**src/hdl/retire_trace_consts.svh**
```systemverilog
// ************************************************
// Retire trace constants
// Widths and depths shared by the trace capture
// blocks and their packages
// ************************************************

`ifndef RETIRE_TRACE_CONSTS_SVH
`define RETIRE_TRACE_CONSTS_SVH

// Data, PC and address width of the cores
`define RT_XLEN 32

// Cycle stamp carried by each record
`define RT_STAMP_W 16

// Shared trace buffer, depth and index width must agree
`define RT_DEPTH 16
`define RT_DEPTH_W 4

// Records held per hart while waiting for the buffer
`define RT_QUEUE_DEPTH 2

`endif

```
**src/hdl/rvfi_pkg.sv**
```systemverilog
// ************************************************
// RVFI types
// Retirement data as presented by each hart
// ************************************************

`default_nettype none

`include "retire_trace_consts.svh"

package rvfi_pkg;

  // PC and register data word
  typedef logic [`RT_XLEN-1:0] xlen_t;

  // Instruction word
  // A compressed parcel sits in the low half
  typedef logic [31:0] insn_t;

  // Architectural register number
  typedef logic [4:0] reg_addr_t;

  // Destination tag, top bit selects the FP register file
  typedef logic [5:0] reg_idx_t;

endpackage

`default_nettype wire

```
**src/hdl/trace_pkg.sv**
```systemverilog
// ************************************************
// Trace types
// Record stamps, buffer indexing and arbiter state
// ************************************************

`default_nettype none

`include "retire_trace_consts.svh"

package trace_pkg;

  // Cycle stamp of a record
  typedef logic [`RT_STAMP_W-1:0] stamp_t;

  // Buffer entry index and fill count
  typedef logic [`RT_DEPTH_W-1:0] buf_idx_t;
  typedef logic [`RT_DEPTH_W:0] buf_cnt_t;

  // Saturating count of lost retirements
  typedef logic [7:0] drop_cnt_t;

  // Hart that received the most recent grant
  typedef enum logic {
    LAST_HART0,
    LAST_HART1
  } grant_last_e;

endpackage

`default_nettype wire

```
**src/hdl/retire_packer.sv**
```systemverilog
// ************************************************
// Retire packer
// Builds a stamped trace record per retirement and
// holds it in a short queue until granted
// ************************************************

`default_nettype none

`include "retire_trace_consts.svh"

module retire_packer (
  input  logic                  clk_i,
  input  logic                  rst_ni,
  input  logic                  valid_i,
  input  rvfi_pkg::insn_t       insn_i,
  input  rvfi_pkg::xlen_t       pc_i,
  input  rvfi_pkg::reg_addr_t   rd_addr_i,
  input  rvfi_pkg::xlen_t       rd_wdata_i,
  input  logic                  frd_wvalid_i,
  input  rvfi_pkg::reg_addr_t   frd_addr_i,
  input  rvfi_pkg::xlen_t       frd_wdata_i,
  input  logic                  gnt_i,
  output logic                  req_o,
  output rvfi_pkg::xlen_t       rec_pc_o,
  output rvfi_pkg::insn_t       rec_insn_o,
  output logic                  rec_cmp_o,
  output rvfi_pkg::reg_idx_t    rec_rd_o,
  output rvfi_pkg::xlen_t       rec_val_o,
  output trace_pkg::stamp_t     rec_stamp_o,
  output trace_pkg::drop_cnt_t  drop_o
);

  localparam int unsigned lvl_w = $clog2(`RT_QUEUE_DEPTH + 1);
  localparam int unsigned ptr_w = $clog2(`RT_QUEUE_DEPTH);

  rvfi_pkg::insn_t      exp_insn;
  logic                 exp_cmp;
  rvfi_pkg::reg_idx_t   rd_sel;
  rvfi_pkg::xlen_t      val_sel;
  trace_pkg::stamp_t    cycle_q;
  trace_pkg::drop_cnt_t drop_q;
  logic [lvl_w-1:0]     level_q;
  logic [ptr_w-1:0]     rd_ptr_q;
  logic [ptr_w-1:0]     wr_ptr_q;
  logic                 fresh_q;
  logic                 push;
  logic                 pop;

  // Queue storage, one array per record field
  rvfi_pkg::xlen_t    pc_q    [`RT_QUEUE_DEPTH];
  rvfi_pkg::insn_t    insn_q  [`RT_QUEUE_DEPTH];
  logic               cmp_q   [`RT_QUEUE_DEPTH];
  rvfi_pkg::reg_idx_t rd_q    [`RT_QUEUE_DEPTH];
  rvfi_pkg::xlen_t    val_q   [`RT_QUEUE_DEPTH];
  trace_pkg::stamp_t  stamp_q [`RT_QUEUE_DEPTH];

  rvc_expander expander_i (
    .insn_i      (insn_i),
    .insn_o      (exp_insn),
    .compressed_o(exp_cmp),
    .expanded_o  ()
  );

  // FP write wins over the integer write
  always_comb begin
    if (frd_wvalid_i) begin
      rd_sel  = {1'b1, frd_addr_i};
      val_sel = frd_wdata_i;
    end else begin
      rd_sel  = {1'b0, rd_addr_i};
      val_sel = rd_wdata_i;
    end
  end

  // A pop on the same edge frees room for the new record
  assign pop  = gnt_i;
  assign push = valid_i && ((level_q != lvl_w'(`RT_QUEUE_DEPTH)) || pop);

  always_ff @(posedge clk_i or negedge rst_ni) begin
    if (!rst_ni) begin
      cycle_q  <= '0;
      drop_q   <= '0;
      level_q  <= '0;
      rd_ptr_q <= '0;
      wr_ptr_q <= '0;
      fresh_q  <= 1'b0;
      for (int i = 0; i < `RT_QUEUE_DEPTH; i++) begin
        stamp_q[i] <= '0;
      end
    end else begin
      cycle_q <= cycle_q + 1'b1;
      fresh_q <= push;
      if (valid_i && !push && (drop_q != '1)) begin
        drop_q <= drop_q + 1'b1;
      end
      if (push) begin
        stamp_q[wr_ptr_q] <= cycle_q;
        wr_ptr_q          <= wr_ptr_q + 1'b1;
      end
      if (pop) begin
        rd_ptr_q <= rd_ptr_q + 1'b1;
      end
      if (push && !pop) begin
        level_q <= level_q + 1'b1;
      end else if (pop && !push) begin
        level_q <= level_q - 1'b1;
      end
    end
  end

  always_ff @(posedge clk_i) begin
    if (push) begin
      pc_q[wr_ptr_q]   <= pc_i;
      insn_q[wr_ptr_q] <= exp_insn;
      cmp_q[wr_ptr_q]  <= exp_cmp;
      rd_q[wr_ptr_q]   <= rd_sel;
      val_q[wr_ptr_q]  <= val_sel;
    end
  end

  // A record pushed on the last edge is requested one cycle later
  assign req_o       = (level_q > lvl_w'(fresh_q));
  assign rec_pc_o    = pc_q[rd_ptr_q];
  assign rec_insn_o  = insn_q[rd_ptr_q];
  assign rec_cmp_o   = cmp_q[rd_ptr_q];
  assign rec_rd_o    = rd_q[rd_ptr_q];
  assign rec_val_o   = val_q[rd_ptr_q];
  assign rec_stamp_o = stamp_q[rd_ptr_q];
  assign drop_o      = drop_q;

  a_level_bound : assert property (@(posedge clk_i) disable iff (!rst_ni)
    level_q <= lvl_w'(`RT_QUEUE_DEPTH));

  // Grants come from the arbiter and must follow our request
  a_gnt_needs_req : assert property (@(posedge clk_i) disable iff (!rst_ni)
    gnt_i |-> req_o);

endmodule

`default_nettype wire

```
**src/hdl/retire_trace_top.sv**
```systemverilog
// ************************************************
// Retire trace top
// Two hart packers sharing one trace buffer
// ************************************************

`default_nettype none

module retire_trace_top (
  input  logic                 clk_i,
  input  logic                 rst_ni,
  input  logic                 rvfi0_valid_i,
  input  rvfi_pkg::insn_t      rvfi0_insn_i,
  input  rvfi_pkg::xlen_t      rvfi0_pc_i,
  input  rvfi_pkg::reg_addr_t  rvfi0_rd_addr_i,
  input  rvfi_pkg::xlen_t      rvfi0_rd_wdata_i,
  input  logic                 rvfi0_frd_wvalid_i,
  input  rvfi_pkg::reg_addr_t  rvfi0_frd_addr_i,
  input  rvfi_pkg::xlen_t      rvfi0_frd_wdata_i,
  input  logic                 rvfi1_valid_i,
  input  rvfi_pkg::insn_t      rvfi1_insn_i,
  input  rvfi_pkg::xlen_t      rvfi1_pc_i,
  input  rvfi_pkg::reg_addr_t  rvfi1_rd_addr_i,
  input  rvfi_pkg::xlen_t      rvfi1_rd_wdata_i,
  input  logic                 rvfi1_frd_wvalid_i,
  input  rvfi_pkg::reg_addr_t  rvfi1_frd_addr_i,
  input  rvfi_pkg::xlen_t      rvfi1_frd_wdata_i,
  input  logic                 clear_i,
  input  trace_pkg::buf_idx_t  rd_idx_i,
  output trace_pkg::buf_cnt_t  count_o,
  output logic                 full_o,
  output logic                 rd_hart_o,
  output rvfi_pkg::xlen_t      rd_pc_o,
  output rvfi_pkg::insn_t      rd_insn_o,
  output logic                 rd_cmp_o,
  output rvfi_pkg::reg_idx_t   rd_rd_o,
  output rvfi_pkg::xlen_t      rd_val_o,
  output trace_pkg::stamp_t    rd_stamp_o,
  output trace_pkg::drop_cnt_t drop0_o,
  output trace_pkg::drop_cnt_t drop1_o
);

  // Packer to arbiter
  logic               req0;
  logic               req1;
  logic               gnt0;
  logic               gnt1;
  rvfi_pkg::xlen_t    pc0;
  rvfi_pkg::xlen_t    pc1;
  rvfi_pkg::insn_t    insn0;
  rvfi_pkg::insn_t    insn1;
  logic               cmp0;
  logic               cmp1;
  rvfi_pkg::reg_idx_t rd0;
  rvfi_pkg::reg_idx_t rd1;
  rvfi_pkg::xlen_t    val0;
  rvfi_pkg::xlen_t    val1;
  trace_pkg::stamp_t  stamp0;
  trace_pkg::stamp_t  stamp1;

  // Arbiter to buffer
  logic               wr_en;
  logic               wr_hart;
  rvfi_pkg::xlen_t    wr_pc;
  rvfi_pkg::insn_t    wr_insn;
  logic               wr_cmp;
  rvfi_pkg::reg_idx_t wr_rd;
  rvfi_pkg::xlen_t    wr_val;
  trace_pkg::stamp_t  wr_stamp;

  retire_packer packer0_i (
    .clk_i(clk_i), .rst_ni(rst_ni),
    .valid_i(rvfi0_valid_i), .insn_i(rvfi0_insn_i), .pc_i(rvfi0_pc_i),
    .rd_addr_i(rvfi0_rd_addr_i), .rd_wdata_i(rvfi0_rd_wdata_i),
    .frd_wvalid_i(rvfi0_frd_wvalid_i), .frd_addr_i(rvfi0_frd_addr_i),
    .frd_wdata_i(rvfi0_frd_wdata_i),
    .gnt_i(gnt0), .req_o(req0),
    .rec_pc_o(pc0), .rec_insn_o(insn0), .rec_cmp_o(cmp0),
    .rec_rd_o(rd0), .rec_val_o(val0), .rec_stamp_o(stamp0),
    .drop_o(drop0_o)
  );

  retire_packer packer1_i (
    .clk_i(clk_i), .rst_ni(rst_ni),
    .valid_i(rvfi1_valid_i), .insn_i(rvfi1_insn_i), .pc_i(rvfi1_pc_i),
    .rd_addr_i(rvfi1_rd_addr_i), .rd_wdata_i(rvfi1_rd_wdata_i),
    .frd_wvalid_i(rvfi1_frd_wvalid_i), .frd_addr_i(rvfi1_frd_addr_i),
    .frd_wdata_i(rvfi1_frd_wdata_i),
    .gnt_i(gnt1), .req_o(req1),
    .rec_pc_o(pc1), .rec_insn_o(insn1), .rec_cmp_o(cmp1),
    .rec_rd_o(rd1), .rec_val_o(val1), .rec_stamp_o(stamp1),
    .drop_o(drop1_o)
  );

  trace_arbiter arbiter_i (
    .clk_i(clk_i), .rst_ni(rst_ni),
    .req0_i(req0), .pc0_i(pc0), .insn0_i(insn0), .cmp0_i(cmp0),
    .rd0_i(rd0), .val0_i(val0), .stamp0_i(stamp0),
    .req1_i(req1), .pc1_i(pc1), .insn1_i(insn1), .cmp1_i(cmp1),
    .rd1_i(rd1), .val1_i(val1), .stamp1_i(stamp1),
    .full_i(full_o), .gnt0_o(gnt0), .gnt1_o(gnt1),
    .wr_en_o(wr_en), .wr_hart_o(wr_hart), .wr_pc_o(wr_pc), .wr_insn_o(wr_insn),
    .wr_cmp_o(wr_cmp), .wr_rd_o(wr_rd), .wr_val_o(wr_val), .wr_stamp_o(wr_stamp)
  );

  trace_buffer buffer_i (
    .clk_i(clk_i), .rst_ni(rst_ni),
    .wr_en_i(wr_en), .wr_hart_i(wr_hart), .wr_pc_i(wr_pc), .wr_insn_i(wr_insn),
    .wr_cmp_i(wr_cmp), .wr_rd_i(wr_rd), .wr_val_i(wr_val), .wr_stamp_i(wr_stamp),
    .clear_i(clear_i), .rd_idx_i(rd_idx_i),
    .count_o(count_o), .full_o(full_o),
    .rd_hart_o(rd_hart_o), .rd_pc_o(rd_pc_o), .rd_insn_o(rd_insn_o),
    .rd_cmp_o(rd_cmp_o), .rd_rd_o(rd_rd_o), .rd_val_o(rd_val_o),
    .rd_stamp_o(rd_stamp_o)
  );

endmodule

`default_nettype wire

```
**src/hdl/rvc_expander.sv**
```systemverilog
// ************************************************
// RVC expander
// Maps a subset of compressed instructions to
// their 32-bit base encoding
// ************************************************

`default_nettype none

module rvc_expander (
  input  rvfi_pkg::insn_t insn_i,
  output rvfi_pkg::insn_t insn_o,
  output logic            compressed_o,
  output logic            expanded_o
);

  logic [2:0]  funct3;
  logic [4:0]  rd_full;
  logic [4:0]  rs2_full;
  logic [4:0]  creg_lo;
  logic [4:0]  creg_hi;
  logic [11:0] imm6;

  assign funct3   = insn_i[15:13];
  assign rd_full  = insn_i[11:7];
  assign rs2_full = insn_i[6:2];

  // Three-bit register fields address x8..x15
  assign creg_lo = {2'b01, insn_i[4:2]};
  assign creg_hi = {2'b01, insn_i[9:7]};

  // Sign-extended six-bit immediate of C.ADDI and C.LI
  assign imm6 = {{7{insn_i[12]}}, insn_i[6:2]};

  assign compressed_o = (insn_i[1:0] != 2'b11);

  always_comb begin
    insn_o     = compressed_o ? {16'h0000, insn_i[15:0]} : insn_i;
    expanded_o = 1'b0;
    if (compressed_o) begin
      expanded_o = 1'b1;
      case ({insn_i[1:0], funct3})
        // C.LW
        5'b00_010: begin
          insn_o = {5'b0, insn_i[5], insn_i[12:10], insn_i[6], 2'b00,
                    creg_hi, 3'b010, creg_lo, 7'b0000011};
        end
        // C.SW
        5'b00_110: begin
          insn_o = {5'b0, insn_i[5], insn_i[12], creg_lo, creg_hi, 3'b010,
                    insn_i[11:10], insn_i[6], 2'b00, 7'b0100011};
        end
        // C.ADDI
        5'b01_000: begin
          insn_o = {imm6, rd_full, 3'b000, rd_full, 7'b0010011};
        end
        // C.LI becomes addi rd, x0, imm
        5'b01_010: begin
          insn_o = {imm6, 5'b0, 3'b000, rd_full, 7'b0010011};
        end
        // C.LUI, rd of x2 is C.ADDI16SP and stays raw
        5'b01_011: begin
          if (rd_full != 5'd2) begin
            insn_o = {{15{insn_i[12]}}, insn_i[6:2], rd_full, 7'b0110111};
          end else begin
            expanded_o = 1'b0;
          end
        end
        // C.J becomes jal x0, offset
        5'b01_101: begin
          insn_o = {insn_i[12], insn_i[8], insn_i[10:9], insn_i[6], insn_i[7],
                    insn_i[2], insn_i[11], insn_i[5:3], insn_i[12],
                    {8{insn_i[12]}}, 5'b0, 7'b1101111};
        end
        // C.BEQZ becomes beq rs1', x0, offset
        5'b01_110: begin
          insn_o = {insn_i[12], {3{insn_i[12]}}, insn_i[6:5], insn_i[2], 5'b0,
                    creg_hi, 3'b000, insn_i[11:10], insn_i[4:3], insn_i[12],
                    7'b1100011};
        end
        // C.MV and C.ADD, a zero rs2 encodes the jump forms
        5'b10_100: begin
          if (rs2_full == 5'd0) begin
            expanded_o = 1'b0;
          end else if (insn_i[12]) begin
            insn_o = {7'b0, rs2_full, rd_full, 3'b000, rd_full, 7'b0110011};
          end else begin
            insn_o = {7'b0, rs2_full, 5'b0, 3'b000, rd_full, 7'b0110011};
          end
        end
        default: begin
          expanded_o = 1'b0;
        end
      endcase
    end
  end

endmodule

`default_nettype wire

```
**src/hdl/trace_arbiter.sv**
```systemverilog
// ************************************************
// Trace arbiter
// Round-robin grant of the shared buffer write port
// between the two packers
// ************************************************

`default_nettype none

module trace_arbiter (
  input  logic               clk_i,
  input  logic               rst_ni,
  input  logic               req0_i,
  input  rvfi_pkg::xlen_t    pc0_i,
  input  rvfi_pkg::insn_t    insn0_i,
  input  logic               cmp0_i,
  input  rvfi_pkg::reg_idx_t rd0_i,
  input  rvfi_pkg::xlen_t    val0_i,
  input  trace_pkg::stamp_t  stamp0_i,
  input  logic               req1_i,
  input  rvfi_pkg::xlen_t    pc1_i,
  input  rvfi_pkg::insn_t    insn1_i,
  input  logic               cmp1_i,
  input  rvfi_pkg::reg_idx_t rd1_i,
  input  rvfi_pkg::xlen_t    val1_i,
  input  trace_pkg::stamp_t  stamp1_i,
  input  logic               full_i,
  output logic               gnt0_o,
  output logic               gnt1_o,
  output logic               wr_en_o,
  output logic               wr_hart_o,
  output rvfi_pkg::xlen_t    wr_pc_o,
  output rvfi_pkg::insn_t    wr_insn_o,
  output logic               wr_cmp_o,
  output rvfi_pkg::reg_idx_t wr_rd_o,
  output rvfi_pkg::xlen_t    wr_val_o,
  output trace_pkg::stamp_t  wr_stamp_o
);

  trace_pkg::grant_last_e last_q;

  // On a tie the hart that waited longer wins
  assign gnt0_o = !full_i && req0_i && (!req1_i || (last_q == trace_pkg::LAST_HART1));
  assign gnt1_o = !full_i && req1_i && (!req0_i || (last_q == trace_pkg::LAST_HART0));

  always_ff @(posedge clk_i or negedge rst_ni) begin
    if (!rst_ni) begin
      last_q <= trace_pkg::LAST_HART1;
    end else if (gnt0_o) begin
      last_q <= trace_pkg::LAST_HART0;
    end else if (gnt1_o) begin
      last_q <= trace_pkg::LAST_HART1;
    end
  end

  assign wr_en_o    = gnt0_o || gnt1_o;
  assign wr_hart_o  = gnt1_o;
  assign wr_pc_o    = gnt1_o ? pc1_i : pc0_i;
  assign wr_insn_o  = gnt1_o ? insn1_i : insn0_i;
  assign wr_cmp_o   = gnt1_o ? cmp1_i : cmp0_i;
  assign wr_rd_o    = gnt1_o ? rd1_i : rd0_i;
  assign wr_val_o   = gnt1_o ? val1_i : val0_i;
  assign wr_stamp_o = gnt1_o ? stamp1_i : stamp0_i;

  a_gnt_onehot : assert property (@(posedge clk_i) disable iff (!rst_ni)
    $onehot0({gnt1_o, gnt0_o}));

  a_gnt_to_req : assert property (@(posedge clk_i) disable iff (!rst_ni)
    (gnt0_o |-> req0_i) and (gnt1_o |-> req1_i));

endmodule

`default_nettype wire

```
**src/hdl/trace_buffer.sv**
```systemverilog
// ************************************************
// Trace buffer
// Record memory filled in write order, read back
// by index from the host
// ************************************************

`default_nettype none

`include "retire_trace_consts.svh"

module trace_buffer (
  input  logic                 clk_i,
  input  logic                 rst_ni,
  input  logic                 wr_en_i,
  input  logic                 wr_hart_i,
  input  rvfi_pkg::xlen_t      wr_pc_i,
  input  rvfi_pkg::insn_t      wr_insn_i,
  input  logic                 wr_cmp_i,
  input  rvfi_pkg::reg_idx_t   wr_rd_i,
  input  rvfi_pkg::xlen_t      wr_val_i,
  input  trace_pkg::stamp_t    wr_stamp_i,
  input  logic                 clear_i,
  input  trace_pkg::buf_idx_t  rd_idx_i,
  output trace_pkg::buf_cnt_t  count_o,
  output logic                 full_o,
  output logic                 rd_hart_o,
  output rvfi_pkg::xlen_t      rd_pc_o,
  output rvfi_pkg::insn_t      rd_insn_o,
  output logic                 rd_cmp_o,
  output rvfi_pkg::reg_idx_t   rd_rd_o,
  output rvfi_pkg::xlen_t      rd_val_o,
  output trace_pkg::stamp_t    rd_stamp_o
);

  trace_pkg::buf_cnt_t count_q;
  trace_pkg::buf_idx_t wr_idx;
  logic                wr_take;

  logic               hart_mem  [`RT_DEPTH];
  rvfi_pkg::xlen_t    pc_mem    [`RT_DEPTH];
  rvfi_pkg::insn_t    insn_mem  [`RT_DEPTH];
  logic               cmp_mem   [`RT_DEPTH];
  rvfi_pkg::reg_idx_t rd_mem    [`RT_DEPTH];
  rvfi_pkg::xlen_t    val_mem   [`RT_DEPTH];
  trace_pkg::stamp_t  stamp_mem [`RT_DEPTH];

  assign full_o = (count_q == trace_pkg::buf_cnt_t'(`RT_DEPTH));

  // A write that meets a clear lands in the first entry
  assign wr_idx  = clear_i ? '0 : count_q[`RT_DEPTH_W-1:0];
  assign wr_take = wr_en_i && (clear_i || !full_o);

  always_ff @(posedge clk_i or negedge rst_ni) begin
    if (!rst_ni) begin
      count_q <= '0;
    end else if (clear_i) begin
      count_q <= trace_pkg::buf_cnt_t'(wr_take);
    end else if (wr_take) begin
      count_q <= count_q + 1'b1;
    end
  end

  always_ff @(posedge clk_i) begin
    if (wr_take) begin
      hart_mem[wr_idx]  <= wr_hart_i;
      pc_mem[wr_idx]    <= wr_pc_i;
      insn_mem[wr_idx]  <= wr_insn_i;
      cmp_mem[wr_idx]   <= wr_cmp_i;
      rd_mem[wr_idx]    <= wr_rd_i;
      val_mem[wr_idx]   <= wr_val_i;
      stamp_mem[wr_idx] <= wr_stamp_i;
    end
  end

  assign count_o    = count_q;
  assign rd_hart_o  = hart_mem[rd_idx_i];
  assign rd_pc_o    = pc_mem[rd_idx_i];
  assign rd_insn_o  = insn_mem[rd_idx_i];
  assign rd_cmp_o   = cmp_mem[rd_idx_i];
  assign rd_rd_o    = rd_mem[rd_idx_i];
  assign rd_val_o   = val_mem[rd_idx_i];
  assign rd_stamp_o = stamp_mem[rd_idx_i];

  // The arbiter holds off grants while we report full
  a_no_write_full : assert property (@(posedge clk_i) disable iff (!rst_ni)
    full_o |-> !wr_en_i);

endmodule

`default_nettype wire

```
**config.mk**
```make
export PLATFORM = sky130hd
export DESIGN_NAME = retire_trace_top
export DESIGN_NICKNAME = d
export VERILOG_FILES = /design/src/hdl/rvfi_pkg.sv /design/src/hdl/trace_pkg.sv /design/src/hdl/retire_packer.sv /design/src/hdl/retire_trace_top.sv /design/src/hdl/rvc_expander.sv /design/src/hdl/trace_arbiter.sv /design/src/hdl/trace_buffer.sv
export VERILOG_INCLUDE_DIRS = /design/src /design/src/hdl
export SDC_FILE = /design/constraint.sdc
export NUM_CORES = 2
export LEC_CHECK = 0
export ABC_AREA = 1
export BUFFER_PORTS_ARGS = -buffer_cell sky130_fd_sc_hd__buf_2
export CORE_MARGIN = 1.5
export CORE_UTILIZATION = 55
export CTS_CLUSTER_SIZE = 25
export DETAILED_ROUTE_END_ITERATION = 7
export PLACE_DENSITY = 0.72
export REMOVE_ABC_BUFFERS = 1
export SLEW_MARGIN = 20
export SYNTH_ARGS = -nofsm -noshare
export SYNTH_HDL_FRONTEND = slang
export SYNTH_HIERARCHICAL = 1
export SYNTH_SLANG_ARGS = --single-unit
```
**constraint.sdc**
```tcl
create_clock -name clk_i -period 8.8 [get_ports clk_i]
set_input_delay 1.76 -clock clk_i [delete_from_list [all_inputs] [get_ports clk_i]]
set_output_delay 1.76 -clock clk_i [all_outputs]
set_load 0.1 [all_outputs]
```
-- Word level (Yosys, flattened, before mapping)
Memories as Yosys holds them, arrays and structs flattened.
Index checks and enable logic that the tools add are counted.
- add/subtract/negate cells: 13
- order comparisons: 8
- equal/unequal tests: 25
- muxes and demuxes: 49
- bitwise gates (word level): 5
- reductions and logical operators: 36
- operators by type and width (cell ; count):
    $pmux 32 s8 ; 2
    $mux 32 ; 13
    $mux 16 ; 9
    $bwmux 32 ; 2
    $eq 5x4->1 const B ; 10
    $mux 20 ; 2
    $add 16x1->16 const B ; 2
    $demux 16 s1 ; 2
    $mux 6 ; 3
    $logic_and 1x1->1 ; 17
    $add 8x1->8 const B ; 2
    $ne 8x8->1 const B ; 2
    $eq 5x5->1 const B ; 3
    $eq 5x2->1 const B ; 2
    $eq 5x3->1 const B ; 2
    $logic_not 5->1 ; 2
    $mux 5 ; 2
    $ne 5x2->1 const B ; 2
    $mux 1 ; 9
    $ge 2x2->1 const B ; 4
    $mux 2 ; 4
    $ne 2x2->1 const B ; 4
    $not 1->2 ; 4
    $reduce_bool 2->1 ; 4
    other kinds (10) ; 28
- register bits after elaboration: 128
- memory bits (writable): 2332
- bits of input ports: 287
- output and inout port bits: 142
- word-level logic and storage cells: 171
- memories kept: 17
- memory list (name ; depth ; width ; read ports ; clocked after memory_dff ; write ports ; RTL line ; source):
    buffer_i.insn_mem ; 16 ; 32 ; 1 ; 0 ; 1 ; trace_buffer.sv:41 ; rvfi_pkg::insn_t insn_mem [`RT_DEPTH];
    buffer_i.pc_mem ; 16 ; 32 ; 1 ; 0 ; 1 ; trace_buffer.sv:40 ; rvfi_pkg::xlen_t pc_mem [`RT_DEPTH];
    buffer_i.val_mem ; 16 ; 32 ; 1 ; 0 ; 1 ; trace_buffer.sv:44 ; rvfi_pkg::xlen_t val_mem [`RT_DEPTH];
    buffer_i.stamp_mem ; 16 ; 16 ; 1 ; 0 ; 1 ; trace_buffer.sv:45 ; trace_pkg::stamp_t stamp_mem [`RT_DEPTH];
    buffer_i.rd_mem ; 16 ; 6 ; 1 ; 0 ; 1 ; trace_buffer.sv:43 ; rvfi_pkg::reg_idx_t rd_mem [`RT_DEPTH];
    packer0_i.insn_q ; 2 ; 32 ; 1 ; 0 ; 1 ; retire_packer.sv:51 ; rvfi_pkg::insn_t insn_q [`RT_QUEUE_DEPTH];
    +11 memories ; -- ; -- ; -- ; -- ; -- ; -- ;

-- Depth between registers and ports, before layout
- depth after elaboration: 10
- depth in mapped cells: 17
- depth with buffers taken out: 15

-- Cells and area by module
Netlist, hierarchy kept.
- modules (own cells, without submodules) (module ; times used ; cells each ; area each (um^2) ; sequential area each (um^2)):
    trace_buffer ; 1 ; 7790 ; 82146.3 ; 57780.4
    retire_packer (packer0_i) ; 1 ; 716 ; 10909.2 ; 7712.4
    retire_packer (packer1_i) ; 1 ; 716 ; 10861.7 ; 7712.4
    trace_arbiter ; 1 ; 423 ; 2009.4 ; 26.3
    rvc_expander ; 2 ; 189 ; 915.9 ; 0.0

-- Least setup slack after synthesis
No wires, ideal clock.
- path type: reg2reg
- start point: register buffer_i.count_q[0] (netlist: buffer_i/count_o[0])
- end point: memory buffer_i.cmp_mem[11] (enable)
- setup time: 0.601 ns
- arrival: 7.753 ns
- data required time: 8.199 ns
- path slack: 0.446 ns
- cell stages (with the launch flop): 10
- path buffers: 1
- period minus slack after synthesis: 8.354 ns
- cell sequence: dfrtp_1 inv_1 ha_1 and3_1 inv_2 buf_2 nand2_1 nand2_1 nand4_1 nor2_1
- longest elaborated chain between the ends: 8
- elaborated cells between the ends (all ways): 12
- classes of those cells: 1 x eq/ne; 3 x mux; 8 x reduce/logical
- ends and longest elaborated chain (element ; RTL line ; source):
    from (decl) ; trace_buffer.sv:35 ; trace_pkg::buf_cnt_t count_q;
    from (signal assigned) ; trace_buffer.sv:57 ; count_q <= trace_pkg::buf_cnt_t'(wr_take);
    from (signal assigned) ; trace_buffer.sv:59 ; count_q <= count_q + 1'b1;
    $eq 5x5->1 * ; trace_buffer.sv:47 ; assign full_o = (count_q == trace_pkg::buf_cnt_t'(`RT_DEPTH));
    net full_o ; retire_trace_top.sv:30 ; output logic full_o,
    $logic_not 1->1 * ; trace_arbiter.sv:42, trace_arbiter.sv:43 ;
    $logic_and 1x1->1 (on tied branches) (2 in series) ; trace_arbiter.sv:42, trace_arbiter.sv:43 ;
    $logic_or 1x1->1 * ; trace_arbiter.sv:55 ; assign wr_en_o = gnt0_o || gnt1_o;
    net wr_en ; retire_trace_top.sv:61 ; logic wr_en;
    $logic_and 1x1->1 * ; trace_buffer.sv:51 ; assign wr_take = wr_en_i && (clear_i || !full_o);
    $mux 1 * ; trace_buffer.sv:64 ; if (wr_take) begin
    $mux 1 (implied by the code) * ; trace_buffer.sv:68 ; cmp_mem[wr_idx] <= wr_cmp_i;
    to (decl) ; trace_buffer.sv:42 ; logic cmp_mem [`RT_DEPTH];
Mark *: on every way through the listed nets, which the timed path passes. The rest lies on a longest branch.

-- Worst setup path after layout
- start point: input rd_idx_i[0]
- end point: output rd_insn_o[3]
- longest elaborated chain between the ends: 1
- ends and longest elaborated chain (element ; RTL line ; source):
    from (decl) ; retire_trace_top.sv:28 ; input trace_pkg::buf_idx_t rd_idx_i,
    $mem_v2 16x32 ; -- ;
    to (decl) ; retire_trace_top.sv:33 ; output rvfi_pkg::insn_t rd_insn_o,
No other way between the ends.

==> results.sh <==
export IMPL_grt_pass1_wl_microns=430000
export IMPL_start_util=0.553
export IMPL_crit_required_ps=7040
export IMPL_numCtsBuffers=237
export IMPL_clk_transition_reported_paths_ps=60
export IMPL_first_pass_iters=8
export IMPL_ios=429
export IMPL_swShare=0.326
export IMPL_cts_tree="done"
export IMPL_clock_latency_ps=910
export IMPL_setup_ws_ps=2370
export IMPL_combPwrFrac=0.239
export IMPL_port_buffers=428
export IMPL_finalNonFillerCells=13100
export IMPL_syn_area_per_cell_sq_um=10.8
export IMPL_drt_total_wl_microns=289000
export IMPL_finalCriticalPeriod_ps=6430
export IMPL_power_switching_mw=12.0
export IMPL_vias=73100
export IMPL_netlist_area_sq_mm=0.108
export IMPL_finalPower_mw=37.0
export IMPL_fin_nets=10600
export IMPL_grt_max_degree=216
export IMPL_hold_viol_final=0
export IMPL_drc=0
export IMPL_ant_nets=0
export IMPL_htree_levels=4
export IMPL_finalClockSkew_ps=40.3
export IMPL_worstHoldPathType="flop to flop"
export IMPL_finalCritPeriodShare=0.731
export IMPL_wl_met3_microns=24000
export IMPL_first_global_vias=71600
export IMPL_power_density_mw_per_mm2=309
export IMPL_cap_violations=0
export IMPL_preCtsSetupSlack_ps=2540
export IMPL_die_h_microns=446
export IMPL_cts_buffer_depth=3
export IMPL_cts_setup_buffers=0
export IMPL_wl_per_cell_microns=22.0
export IMPL_dieArea_sq_mm=0.199
export IMPL_post_drt_via_cell_ratio=5.56
export IMPL_fin_setup_tns_ps=0
export IMPL_grt_ovfl_total=0
export IMPL_post_cts_resized=0
export IMPL_holdBufCountCts=0
export IMPL_power_leakage_nw=50.8
export IMPL_finalSetupViolCount=0
export IMPL_grt_use_total=0.289
export IMPL_slew_headroom=0.217
export IMPL_top_layer="met5"
export IMPL_drv_slew=0
export IMPL_cts_num_sinks=2460
export IMPL_rsz0062_at_grt="no"
export IMPL_dp_hpwl_microns=155000
export IMPL_synthCells=10000
export IMPL_synth_warnings=6
export IMPL_die_x_microns=446
export IMPL_antenna_found_initial=48
export IMPL_critPathKind="input pin to output port"
export IMPL_internal_power_mw=24.9
export IMPL_status="finished, final reports clean"
export IMPL_clock_fmax_mhz=156
export IMPL_drtIter0Drc=8545
export IMPL_clockPowerShare=0.274
export IMPL_worstSetupEndpointType="output port"
export IMPL_seqPwrFrac=0.488
export IMPL_gp_congestion=0.913
export IMPL_dr_wl_met2_microns=137000
export IMPL_syn2layout_area_growth_pct=11.0
export IMPL_m1WireLength_microns=113000
export IMPL_core_sq_mm=0.195
export IMPL_tightest_slew_ps=1170
export IMPL_dp_cells=12700
export IMPL_rows=162
export IMPL_cp_start_kind="input pin"
export IMPL_drive_above_1_share=0.120
export IMPL_vdd_drop_max_uv=272
export IMPL_cts_root_buf="clkbuf_16"
export IMPL_cp_max_fo=182
export IMPL_cp_arrival_ps=4670
==> metal layers <==
| metal | vias to the layer above | track usage |
|---|---|---|
| li1 | 33600 | - |
| met1 | 35300 | 0.385 |
| met2 | 3530 | 0.464 |
| met3 | 673 | 0.0400 |
| met4 | 6 | 0.153 |
| met5 | - | 0 |
==> worst max-delay path, stage by stage <==
cell	delay, ps
buf_8	390
buf_12	580
buf_4	470
nand2_1	90
nand2_1	80
nand2_1	40
nand3_1	100
nand3_1	90
nand2_1	180
buf_2	450
==> cell type report <==
type / instances / area (sq um)
Antenna cell: 37 / 92.6
Sequential cell: 2460 / 73200
Clock buffer: 303 / 6340
Clock inverter: 136 / 1330
Timing Repair Buffer: 527 / 3370
Multi-Input combinational cell: 5465 / 26000
Fill cell: 15000 / 75100
Inverter: 1583 / 5990
Tap cell: 2624 / 3280
==> power by group through the flow <==
stage / clock [mW] / combinational [mW] / sequential [mW]
2_1_floorplan: 0 / 5.23 / 18.4
6_report: 10.1 / 8.83 / 18.0
3_5_place_dp: 0 / 8.74 / 18.3
3_3_place_gp: 0 / 8.47 / 18.2
5_1_grt: 10.6 / 9.50 / 18.2
4_1_cts: 10.2 / 8.79 / 18.0
==> registers in the layout, indices dropped and copies added (netlist names), 8 cells and up <==
signal,flops
packer1_i/insn_q,64
buffer_i/cmp_mem,16
packer1_i/drop_o,8
packer0_i/rd_q,12
buffer_i/pc_mem,512
packer1_i/cycle_q,16
packer0_i/drop_o,8
packer1_i/stamp_q,32
packer0_i/cycle_q,16
packer1_i/rd_q,12
buffer_i/hart_mem,16
buffer_i/insn_mem,512
packer0_i/insn_q,64
packer0_i/pc_q,64
buffer_i/rd_mem,96
packer1_i/pc_q,64
packer0_i/stamp_q,32
packer0_i/val_q,64
buffer_i/stamp_mem,256
buffer_i/val_mem,512
packer1_i/val_q,64
==> final timing paths <==
path / start / end / slack (ps) / cells after the start
max: rd_idx_i[0] / rd_insn_o[3] / 2370 / 10
min reg2reg: packer0_i/stamp_q[10]$_DFFE_PN0P_ / packer0_i/stamp_q[10]$_DFFE_PN0P_ / 480 / 2
max reg2reg: packer1_i/level_q[0]$_DFFE_PN0P_ / packer1_i/pc_q[0][17]$_DFFE_PP_ / 3260 / 11
max in group asynchronous: rst_ni / packer0_i/cycle_q[0]$_DFF_PN0_ / 6560 / 2
min: packer0_i/stamp_q[10]$_DFFE_PN0P_ / packer0_i/stamp_q[10]$_DFFE_PN0P_ / 480 / 2
min in group asynchronous: rst_ni / packer0_i/drop_o[1]$_DFFE_PN0P_ / 870 / 1
==> stage by stage <==
step / cell area, sq um / hold slack, ps / utilization
final: 120000 / 480 / 0.614
after global routing: 120000 / 517 / 0.614
after CTS: 120000 / 484 / 0.614
after detailed placement: 112000 / 470 / 0.574
after global placement: 112000 / 462 / 0.574
after floorplan: 105000 / 451 / -
==> layout by cell type, fill, tap and decap left out, types with 5 or more instances in the layout <==
cell	instances
o21ai_1	23
o21ai_0	68
clkinv_1	53
nand4_1	160
buf_2	421
buf_4	66
nand2_1	3151
nand3_1	1532
clkbuf_1	53
inv_6	6
clkinv_8	5
edfxtp_1	2332
nand2_2	16
mux2_2	263
o21ai_2	28
nor2_4	24
a21oi_1	6
clkbuf_8	9
ha_1	10
inv_1	1564
inv_2	11
xnor2_1	11
diode_2	37
mux2_4	17
clkinv_2	39
nor2_1	90
dfrtp_1	125
xor2_1	23
buf_12	35
clkinvlp_4	10
bufinv_16	23
nor3_1	7
clkbuf_16	240
No activity file was read; power rests on OpenSTA's default activity.
